$ cat src/common/rv_pkg.sv
package rv_pkg;

    typedef logic [31:0] xlen_t;     // data, address and instruction word
    typedef logic [4:0]  reg_idx_t;  // architectural register index

    // major opcodes, instr[6:0]
    localparam logic [6:0] OPC_OP     = 7'b0110011;
    localparam logic [6:0] OPC_OP_IMM = 7'b0010011;
    localparam logic [6:0] OPC_LOAD   = 7'b0000011;
    localparam logic [6:0] OPC_STORE  = 7'b0100011;
    localparam logic [6:0] OPC_BRANCH = 7'b1100011;
    localparam logic [6:0] OPC_JAL    = 7'b1101111;
    localparam logic [6:0] OPC_JALR   = 7'b1100111;
    localparam logic [6:0] OPC_LUI    = 7'b0110111;
    localparam logic [6:0] OPC_AUIPC  = 7'b0010111;

    // funct7 patterns shared by op and the shift immediates
    localparam logic [6:0] F7_BASE = 7'h00;
    localparam logic [6:0] F7_ALT  = 7'h20;  // sub, sra, srai

    typedef enum logic [5:0] {
        INSTR_ADD,
        INSTR_SUB,
        INSTR_XOR,
        INSTR_OR,
        INSTR_AND,
        INSTR_SLL,
        INSTR_SRL,
        INSTR_SRA,
        INSTR_SLT,
        INSTR_SLTU,
        INSTR_ADDI,
        INSTR_XORI,
        INSTR_ORI,
        INSTR_ANDI,
        INSTR_SLLI,
        INSTR_SRLI,
        INSTR_SRAI,
        INSTR_SLTI,
        INSTR_SLTIU,
        INSTR_LB,
        INSTR_LH,
        INSTR_LW,
        INSTR_LBU,
        INSTR_LHU,
        INSTR_SB,
        INSTR_SH,
        INSTR_SW,
        INSTR_BEQ,
        INSTR_BNE,
        INSTR_BLT,
        INSTR_BGE,
        INSTR_BLTU,
        INSTR_BGEU,
        INSTR_JAL,
        INSTR_JALR,
        INSTR_LUI,
        INSTR_AUIPC,
        INSTR_INVALID
    } instr_id_t;

    // decoder output, indices the format does not use are zero
    typedef struct packed {
        instr_id_t id;
        reg_idx_t  rs1;
        reg_idx_t  rs2;
        reg_idx_t  rd;
        xlen_t     imm;
        logic      rs1_valid;
        logic      rs2_valid;
    } decoded_t;

    // one record per retired instruction
    typedef struct packed {
        xlen_t    pc;
        xlen_t    instr;
        reg_idx_t rd;
        xlen_t    wdata;
        logic     wen;
        xlen_t    next_pc;
        logic     illegal;
    } retire_t;

endpackage

$ cat src/decode/rv_decoder.sv
module rv_decoder import rv_pkg::*; (
    input  xlen_t    instr,
    output decoded_t dec
);

    logic      is_r, is_i, is_s, is_b, is_u, is_j;
    logic [6:0] opcode;
    logic [2:0] funct3;
    logic [6:0] funct7;
    xlen_t     imm;
    instr_id_t id;

    assign opcode = instr[6:0];
    assign funct3 = instr[14:12];
    assign funct7 = instr[31:25];

    assign is_r = (opcode == OPC_OP);
    assign is_i = (opcode == OPC_OP_IMM) || (opcode == OPC_LOAD) || (opcode == OPC_JALR);
    assign is_s = (opcode == OPC_STORE);
    assign is_b = (opcode == OPC_BRANCH);
    assign is_u = (opcode == OPC_LUI) || (opcode == OPC_AUIPC);
    assign is_j = (opcode == OPC_JAL);

    // sign bit always sits in instr[31]
    assign imm =
        is_i ? {{21{instr[31]}}, instr[30:20]} :
        is_s ? {{21{instr[31]}}, instr[30:25], instr[11:7]} :
        is_b ? {{20{instr[31]}}, instr[7], instr[30:25], instr[11:8], 1'b0} :
        is_u ? {instr[31:12], 12'b0} :
        is_j ? {{12{instr[31]}}, instr[19:12], instr[20], instr[30:21], 1'b0} :
        '0;

    always_comb begin
        case (opcode)
            OPC_OP: begin
                case ({funct7, funct3})
                    {F7_BASE, 3'h0}: id = INSTR_ADD;
                    {F7_ALT,  3'h0}: id = INSTR_SUB;
                    {F7_BASE, 3'h4}: id = INSTR_XOR;
                    {F7_BASE, 3'h6}: id = INSTR_OR;
                    {F7_BASE, 3'h7}: id = INSTR_AND;
                    {F7_BASE, 3'h1}: id = INSTR_SLL;
                    {F7_BASE, 3'h5}: id = INSTR_SRL;
                    {F7_ALT,  3'h5}: id = INSTR_SRA;
                    {F7_BASE, 3'h2}: id = INSTR_SLT;
                    {F7_BASE, 3'h3}: id = INSTR_SLTU;
                    default:         id = INSTR_INVALID;
                endcase
            end
            OPC_OP_IMM: begin
                case (funct3)
                    3'h0: id = INSTR_ADDI;
                    3'h4: id = INSTR_XORI;
                    3'h6: id = INSTR_ORI;
                    3'h7: id = INSTR_ANDI;
                    3'h1: id = (funct7 == F7_BASE) ? INSTR_SLLI : INSTR_INVALID;
                    3'h5: begin  // shift kind sits in the upper imm bits
                        if (funct7 == F7_BASE)
                            id = INSTR_SRLI;
                        else if (funct7 == F7_ALT)
                            id = INSTR_SRAI;
                        else
                            id = INSTR_INVALID;
                    end
                    3'h2: id = INSTR_SLTI;
                    default: id = INSTR_SLTIU;  // funct3 3
                endcase
            end
            OPC_LOAD: begin
                case (funct3)
                    3'h0: id = INSTR_LB;
                    3'h1: id = INSTR_LH;
                    3'h2: id = INSTR_LW;
                    3'h4: id = INSTR_LBU;
                    3'h5: id = INSTR_LHU;
                    default: id = INSTR_INVALID;
                endcase
            end
            OPC_STORE: begin
                case (funct3)
                    3'h0: id = INSTR_SB;
                    3'h1: id = INSTR_SH;
                    3'h2: id = INSTR_SW;
                    default: id = INSTR_INVALID;
                endcase
            end
            OPC_BRANCH: begin
                case (funct3)
                    3'h0: id = INSTR_BEQ;
                    3'h1: id = INSTR_BNE;
                    3'h4: id = INSTR_BLT;
                    3'h5: id = INSTR_BGE;
                    3'h6: id = INSTR_BLTU;
                    3'h7: id = INSTR_BGEU;
                    default: id = INSTR_INVALID;
                endcase
            end
            OPC_JAL:   id = INSTR_JAL;
            OPC_JALR:  id = (funct3 == 3'h0) ? INSTR_JALR : INSTR_INVALID;
            OPC_LUI:   id = INSTR_LUI;
            OPC_AUIPC: id = INSTR_AUIPC;
            default:   id = INSTR_INVALID;
        endcase
    end

    assign dec = '{
        id:        id,
        rs1:       (is_r || is_i || is_s || is_b) ? instr[19:15] : 5'd0,
        rs2:       (is_r || is_s || is_b) ? instr[24:20] : 5'd0,
        rd:        (is_r || is_i || is_u || is_j) ? instr[11:7] : 5'd0,
        imm:       imm,
        rs1_valid: is_r || is_i || is_s || is_b,
        rs2_valid: is_r || is_s || is_b
    };

endmodule

$ cat src/source/rv_regfile.sv
module rv_regfile import rv_pkg::*; (
    input  logic     clk,
    input  logic     rst_n,
    input  logic     wen,
    input  reg_idx_t waddr,
    input  xlen_t    wdata,
    input  reg_idx_t raddr1,
    input  reg_idx_t raddr2,
    output xlen_t    rdata1,
    output xlen_t    rdata2
);

    xlen_t regs [1:31];  // x0 has no storage

    always_ff @(posedge clk) begin
        if (!rst_n) begin
            for (int i = 1; i < 32; i++) begin
                regs[i] <= '0;
            end
        end else if (wen && (waddr != 5'd0)) begin
            regs[waddr] <= wdata;
        end
    end

    // write lands at the edge, so the next cycle reads it directly
    assign rdata1 = (raddr1 == 5'd0) ? '0 : regs[raddr1];
    assign rdata2 = (raddr2 == 5'd0) ? '0 : regs[raddr2];

endmodule

$ cat src/source/rv_alu.sv
module rv_alu import rv_pkg::*; (
    input  decoded_t dec,
    input  xlen_t    pc,
    input  xlen_t    rs1_data,
    input  xlen_t    rs2_data,
    output xlen_t    wdata,
    output logic     wen,
    output xlen_t    next_pc,
    output logic     illegal
);

    xlen_t      op_b;
    xlen_t      result;
    xlen_t      pc_plus4;
    logic       taken;
    logic       is_mem;
    logic [4:0] shamt;

    assign op_b     = dec.rs2_valid ? rs2_data : dec.imm;
    assign shamt    = op_b[4:0];
    assign pc_plus4 = pc + 32'd4;

    assign is_mem = dec.id inside {INSTR_LB, INSTR_LH, INSTR_LW, INSTR_LBU, INSTR_LHU,
                                   INSTR_SB, INSTR_SH, INSTR_SW};

    always_comb begin
        case (dec.id)
            INSTR_ADD, INSTR_ADDI:   result = rs1_data + op_b;
            INSTR_SUB:               result = rs1_data - op_b;
            INSTR_XOR, INSTR_XORI:   result = rs1_data ^ op_b;
            INSTR_OR, INSTR_ORI:     result = rs1_data | op_b;
            INSTR_AND, INSTR_ANDI:   result = rs1_data & op_b;
            INSTR_SLL, INSTR_SLLI:   result = rs1_data << shamt;
            INSTR_SRL, INSTR_SRLI:   result = rs1_data >> shamt;
            INSTR_SRA, INSTR_SRAI:   result = xlen_t'($signed(rs1_data) >>> shamt);
            INSTR_SLT, INSTR_SLTI:   result = {31'd0, $signed(rs1_data) < $signed(op_b)};
            INSTR_SLTU, INSTR_SLTIU: result = {31'd0, rs1_data < op_b};
            INSTR_JAL, INSTR_JALR:   result = pc_plus4;  // link
            INSTR_LUI:               result = dec.imm;
            INSTR_AUIPC:             result = pc + dec.imm;
            default:                 result = '0;
        endcase
    end

    always_comb begin
        case (dec.id)
            INSTR_BEQ:  taken = (rs1_data == rs2_data);
            INSTR_BNE:  taken = (rs1_data != rs2_data);
            INSTR_BLT:  taken = ($signed(rs1_data) < $signed(rs2_data));
            INSTR_BGE:  taken = ($signed(rs1_data) >= $signed(rs2_data));
            INSTR_BLTU: taken = (rs1_data < rs2_data);
            INSTR_BGEU: taken = (rs1_data >= rs2_data);
            INSTR_JAL:  taken = 1'b1;
            default:    taken = 1'b0;
        endcase
    end

    assign illegal = (dec.id == INSTR_INVALID) || is_mem;

    assign wen = !illegal && (dec.rd != 5'd0)
              && !(dec.id inside {INSTR_BEQ, INSTR_BNE, INSTR_BLT, INSTR_BGE,
                                  INSTR_BLTU, INSTR_BGEU});

    assign wdata = wen ? result : '0;  // nothing shown when not writing

    always_comb begin
        if (dec.id == INSTR_JALR)
            next_pc = (rs1_data + dec.imm) & ~32'd1;
        else if (taken)
            next_pc = pc + dec.imm;
        else
            next_pc = pc_plus4;
    end

endmodule

$ cat src/source/rv_core.sv
module rv_core import rv_pkg::*; (
    input  logic    clk,
    input  logic    rst_n,
    input  logic    instr_valid,
    input  xlen_t   instr,
    output xlen_t   fetch_pc,
    output logic    retire_valid,
    output retire_t retire
);

    xlen_t    pc;
    decoded_t dec;
    xlen_t    rs1_data;
    xlen_t    rs2_data;
    xlen_t    alu_wdata;
    logic     alu_wen;
    xlen_t    alu_next_pc;
    logic     alu_illegal;

    rv_decoder decoder_i (
        .instr (instr),
        .dec   (dec)
    );

    rv_regfile regfile_i (
        .clk    (clk),
        .rst_n  (rst_n),
        .wen    (alu_wen && instr_valid),  // only on a real strobe
        .waddr  (dec.rd),
        .wdata  (alu_wdata),
        .raddr1 (dec.rs1),
        .raddr2 (dec.rs2),
        .rdata1 (rs1_data),
        .rdata2 (rs2_data)
    );

    rv_alu alu_i (
        .dec      (dec),
        .pc       (pc),
        .rs1_data (rs1_data),
        .rs2_data (rs2_data),
        .wdata    (alu_wdata),
        .wen      (alu_wen),
        .next_pc  (alu_next_pc),
        .illegal  (alu_illegal)
    );

    always_ff @(posedge clk) begin
        if (!rst_n) begin
            pc <= '0;
        end else if (instr_valid) begin
            pc <= alu_next_pc;
        end
    end

    assign fetch_pc = pc;

    always_ff @(posedge clk) begin
        if (!rst_n) begin
            retire_valid <= 1'b0;
        end else begin
            retire_valid <= instr_valid;  // high for one cycle per strobe
        end
    end

    always_ff @(posedge clk) begin
        if (instr_valid) begin
            retire.pc      <= pc;
            retire.instr   <= instr;
            retire.rd      <= dec.rd;
            retire.wdata   <= alu_wdata;
            retire.wen     <= alu_wen;
            retire.next_pc <= alu_next_pc;
            retire.illegal <= alu_illegal;
        end
    end

endmodule

$ cat config.mk
export PLATFORM = sky130hd
export DESIGN_NAME = rv_core
export DESIGN_NICKNAME = d
export VERILOG_FILES = /design/src/common/rv_pkg.sv /design/src/decode/rv_decoder.sv /design/src/source/rv_regfile.sv /design/src/source/rv_alu.sv /design/src/source/rv_core.sv
export SDC_FILE = /design/constraint.sdc
export NUM_CORES = 2
export LEC_CHECK = 0
export ABC_AREA = 1
export BUFFER_PORTS_ARGS = -buffer_cell sky130_fd_sc_hd__buf_2
export CAP_MARGIN = 5
export CORE_ASPECT_RATIO = 0.8
export CORE_MARGIN = 2
export CORE_UTILIZATION = 49
export CTS_CLUSTER_DIAMETER = 150
export CTS_CLUSTER_SIZE = 30
export DETAILED_ROUTE_END_ITERATION = 8
export PLACE_DENSITY = 0.65
export SLEW_MARGIN = 5
export SYNTH_ARGS = -nofsm -noshare
export SYNTH_HDL_FRONTEND = slang
export SYNTH_SLANG_ARGS = --single-unit
export TNS_END_PERCENT = 5
$ cat constraint.sdc
create_clock -name clk -period 7.8 [get_ports clk]
set_input_delay 1.17 -clock clk [delete_from_list [all_inputs] [get_ports clk]]
set_output_delay 1.17 -clock clk [all_outputs]
set_load 0.1 [all_outputs]
Word level (Yosys, flattened, before mapping)
Memory sizes are Yosys's and may differ from the RTL's.
Index checks and enable logic that the tools add are counted.

storage, ports and cells
  register bits = 168
  memory bits (writable) = 992
  bits of input ports = 35
  output and inout port bits = 168
  word-level logic and storage cells = 161
  memories = 1

memory list
  memory          words  width  read ports  clocked after memory_dff  wr ports  line              text
  regfile_i.regs  31     32     2           0                         31        rv_regfile.sv:13  xlen_t regs [1:31];

cells by class
  add/subtract/negate cells = 5
  magnitude comparators = 6
  eq/ne operators = 64
  shift-type cells = 3
  mux-type cells = 33
  bitwise operators = 3
  reductions and logical operators = 37

operators with widths
  operator                 count
  $pmux W32 S13            1
  $mux W32                 12
  $lt A32 B32 Y1           4
  $add A32 B32 Y32         3
  $eq A6 B5 Y1 const B     16
  $ge A32 B32 Y1           2
  $pmux W6 S10             1
  $pmux W6 S9              1
  $eq A6 B4 Y1 const B     8
  $pmux W6 S7              1
  $eq A10 B3 Y1 const B    4
  $eq A6 B6 Y1 const B     6
  $pmux W6 S6              1
  $add A32 B3 Y32 const B  1
  $and A32 B32 Y32         1
  $eq A32 B32 Y1           1
  $ne A32 B32 Y1           1
  $or A32 B32 Y32          1
  $reduce_or A32 Y1        1
  $shl A32 B5 Y32          1
  $shr A32 B5 Y32          1
  $sshr A32 B5 Y32         1
  $sub A32 B32 Y32         1
  $xor A32 B32 Y32         1
  other kinds (32)         80

Logic depth before layout (Yosys ltp)
  depth in word-level cells = 18
  depth in mapped cells = 45
  depth with buffers taken out = 41

Modules after synthesis
From an unflattened synthesis, not the netlist that was laid out.

second synthesis, totals
  cells, all modules = 11283
  area total of the unflattened synthesis = 80584.8 um^2

by module, submodules not included
  module      instances  cells an instance  area each (um^2)
  rv_regfile  1          7250               56558.0
  rv_alu      1          3433               17420.5
  rv_core     1          343                5401.4
  rv_decoder  1          257                1204.9

Least setup slack after synthesis
Ideal clock, no wire load.

  kind = in2reg
  from = in instr[1]
  to = mem regfile_i.regs[14][25] in the netlist's numbering, data pin
  setup time = 0.266 ns
  arrival = 6.297 ns
  data required time = 7.534 ns
  path slack = 1.237 ns
  stages on the path = 38
  cell sequence = nand2_1 -> inv_1 -> nand2_1 -> a21oi_2 -> nand2_1 -> buf_2 -> buf_6 -> buf_2 -> clkbuf_1 -> clkbuf_1 -> buf_1 -> o211ai_1 -> nand3_1 -> nand3_1 -> o211ai_1 -> nand2_1 -> nand3_1 -> nand2_1 -> [... 2 more ...] -> nand2_1 -> nor3_1 -> a21oi_1 -> o21ai_0 -> a21oi_1 -> o21ai_0 -> a31oi_1 -> o21ai_0 -> nand2_1 -> nand2_1 -> nand2_1 -> nand3_1 -> nand2_1 -> nor2_1 -> nand3_1 -> nand2_1 -> buf_2 -> nor2_1

RTL lines
  item         line              text
  from (decl)  rv_core.sv:5      input xlen_t instr,
  to (decl)    rv_regfile.sv:13

==> results.sh <==
export IMPL_outcome="complete, but fails checks"
export IMPL_violations="design-rule violations"
export IMPL_p_total_mw=13.0
export IMPL_core_area_um2=157000
export IMPL_finalCritPeriodShare_pct=98.8
export IMPL_rsz0062_at_grt="false"
export IMPL_portBuffers=202
export IMPL_max_clock_path_buffers=3
export IMPL_gr_total_overflow=0
export IMPL_synth_top_cell_area_share_pct=44.7
export IMPL_synthSimpleGateAreaFrac_pct=34.0
export IMPL_grt_pass1_vias=75100
export IMPL_die_area_um2=162000
export IMPL_cts_inserted_buffers=47
export IMPL_async_flop_share_pct=0
export IMPL_synth_xor_area_share_pct=0.822
export IMPL_finalWirelength_um=380000
export IMPL_path_buf_inv=11
export IMPL_ioPinCount=203
export IMPL_min_from="fetch_pc[31]"
export IMPL_maxSlewHeadroom_pct=9.87
export IMPL_cts_root_buf="clkbuf_16"
export IMPL_skew_ps=63.8
export IMPL_routed_via_density=6.47
export IMPL_dp_cells=12800
export IMPL_max_freq_mhz=130
export IMPL_ys_seq_area_share_pct=45.6
export IMPL_r2r_cells=30
export IMPL_synth_adder_area_share_pct=3.17
export IMPL_grtUsageTotal_pct=45.4
export IMPL_drc=2
export IMPL_ir_drop_mv=0.184
export IMPL_ant_nets=0
export IMPL_crit_top_cell="nand2_1"
export IMPL_leakage_nw=36.9
export IMPL_hold_end="retire[134]"
export IMPL_rrSetupSlack_ps=1900
export IMPL_fin_nets=10900
export IMPL_drt_iter0_drc=16800
export IMPL_rows=130
export IMPL_path_max_fanout=38
export IMPL_synth_edf_count=1159
export IMPL_hpwl_um=276000
export IMPL_clk_latency_ps=750
export IMPL_cts_htree_levels=2
export IMPL_netlist_area_um2=77800
export IMPL_die_w_um=449
export IMPL_setup_viol=0
export IMPL_synth_top_family_by_area="simple AND/OR/NAND/NOR gates"
export IMPL_ys_warn_count=0
export IMPL_ys_types=69
export IMPL_dieHeight_um=360
export IMPL_postSynthAreaPerCell_um2=7.54
export IMPL_worstHoldPathType="reg2reg"
export IMPL_gp_congestion=1.11
export IMPL_n_fill_cell=14700
export IMPL_r2r_start="regfile_i.regs[11][11]"
export IMPL_layout_drive_gt1_share_pct=12.0
export IMPL_yosys_top_cells_area="edfxtp_1 45%, nand2_1 16%, nand3_1 9.2%"
export IMPL_synthMuxAreaShare_pct=0
export IMPL_routedWlPerCell_um=29.6
export IMPL_first_pass_iters=9
export IMPL_ys_ff_latch=1192
export IMPL_drv_slew=0
export IMPL_fin_cells=12800
export IMPL_report_final_hold_viol_count=0
export IMPL_final_common_cell="nand2_1"
export IMPL_cap_violations=0
export IMPL_cp_end_kind="register"
export IMPL_power_density_nw_per_um2=148
export IMPL_critPathMaxStageDelay_ps=420
export IMPL_grt_max_degree=153
export IMPL_clk_pin_slew_ps=120
export IMPL_r2r_end="regfile_i.regs[7][0]"
export IMPL_cts_sinks=1192
export IMPL_worstMarginPinSlew_ps=1340
export IMPL_crit_family="simple AND/OR/NAND/NOR gates"
export IMPL_whs_ps=542
export IMPL_synth_ff_type="edfxtp_1"
export IMPL_cp_required_ps=8260
export IMPL_start_util_pct=49.5
export IMPL_post_route_min_period_ps=7710
export IMPL_critPathLaunchType="input pin"
export IMPL_critPathKind="in2reg"
export IMPL_synth_area_leader_cell="edfxtp_1"
export IMPL_cts_tree="built"
export IMPL_grt_antenna_before_repair=15
export IMPL_synth_cells=10300
export IMPL_final_cell_mix="3210 x nand2_1, 1462 x nor2_1, 1426 x nand3_1"
export IMPL_vias=83000
export IMPL_worstHoldPathCells=0
export IMPL_cpMaxStageDelayCell="nor2_1"
export IMPL_area_delta_synth_final_pct=13.0
export IMPL_grt_pass1_wl_um=539000
export IMPL_critPathArrivalTime_ps=8170
export IMPL_synth_compound_area_share_pct=9.42
-- worst max-delay path by stage --
stage / startpoint / endpoint / slack, ps / depth (start not counted)
floorplan: instr[1] / regfile_i.regs[14][25] / 1240 / 38
global placement: instr[0] / regfile_i.regs[12][0] / -570 / 39
detailed placement: instr[1] / regfile_i.regs[7][0] / -460 / 39
CTS: instr[1] / regfile_i.regs[26][0] / 270 / 39
global route: instr[1] / regfile_i.regs[12][0] / 4 / 41
finish: instr[1] / regfile_i.regs[7][0] / 90 / 40
-- registers in the layout, summed over array words and instances (netlist names) --
register	flops
regfile_i.regs	1024
fetch_pc	32
retire_valid	1
retire	135
-- metal layers --
layer | vias to the layer above | part of all wire (%) | track usage, %
met5 | - | 0.039 | 0.147
met4 | 20 | 5.5 | 20.2
met3 | 1069 | 17 | 15.7
met2 | 7467 | 38 | 60.7
met1 | 39000 | 39 | 65.3
li1 | 35500 | - | -
-- synthesized netlist by cell type, drive strengths merged, types with 18 or more instances --
| cell | instances |
|---|---|
| o211ai | 111 |
| or2 | 18 |
| a31oi | 87 |
| dfxtp | 33 |
| a221oi | 114 |
| nand3 | 1429 |
| nor3 | 84 |
| o2111ai | 21 |
| nand2 | 3276 |
| inv | 545 |
| o311ai | 27 |
| ha | 191 |
| o221ai | 35 |
| edfxtp | 1159 |
| o22ai | 18 |
| nand4 | 67 |
| xor2 | 64 |
| clkbuf | 349 |
| a21oi | 357 |
| buf | 392 |
| o21ai | 267 |
| nor2 | 1486 |
-- stage by stage --
stage	setup TNS (ps)	setup slack, ps	instance area (µm²)	util, %
6_report	0	92.4	87900	55.9
5_1_grt	0	3.92	87900	55.9
4_1_cts	0	272	87900	55.9
3_5_place_dp	-52050	-464	86600	55.0
3_3_place_gp	-62830	-572	86600	55.0
2_1_floorplan	0	1240	77900	-
-- cell families after synthesis --
group                      count (synthesis)
adders and majority gates                195
xor gates and xnor gates                  73
DFF                                     1192
and+or+nand+nor                         6409
AOI/OAI and AO/OA                       1150
buffers and inverters                   1291
other                                      1
-- layout make-up --
cell class | count | area, µm² | share of cell area [%]
timing repair buffer | 1059 | 9150 | 10.4
antenna | 7 | 17.5 | 0.0199
tap | 2112 | 2640 | 3.00
multi-input combinational | 7859 | 37300 | 42.4
clock buffer | 54 | 1200 | 1.37
clock inverter | 8 | 124 | 0.141
sequential | 1192 | 35500 | 40.3
inverter | 550 | 2070 | 2.35
-- power breakdown --
part | total [mW] | leakage, nW | switching, mW | internal (mW)
Combinational | 2.33 | 24.1 | 1.74 | 0.595
Clock | 3.27 | 0.645 | 2.13 | 1.14
Sequential | 7.40 | 12.2 | 0.158 | 7.25
-- what timing repair did --
item,CTS,global route
resized for setup,0,5
endpoints found under the setup margin,0,97
buffers inserted,0,0
endpoints found under the hold margin,0,0
hold buffers,0,0
No activity file was read; power rests on OpenSTA's default activity.
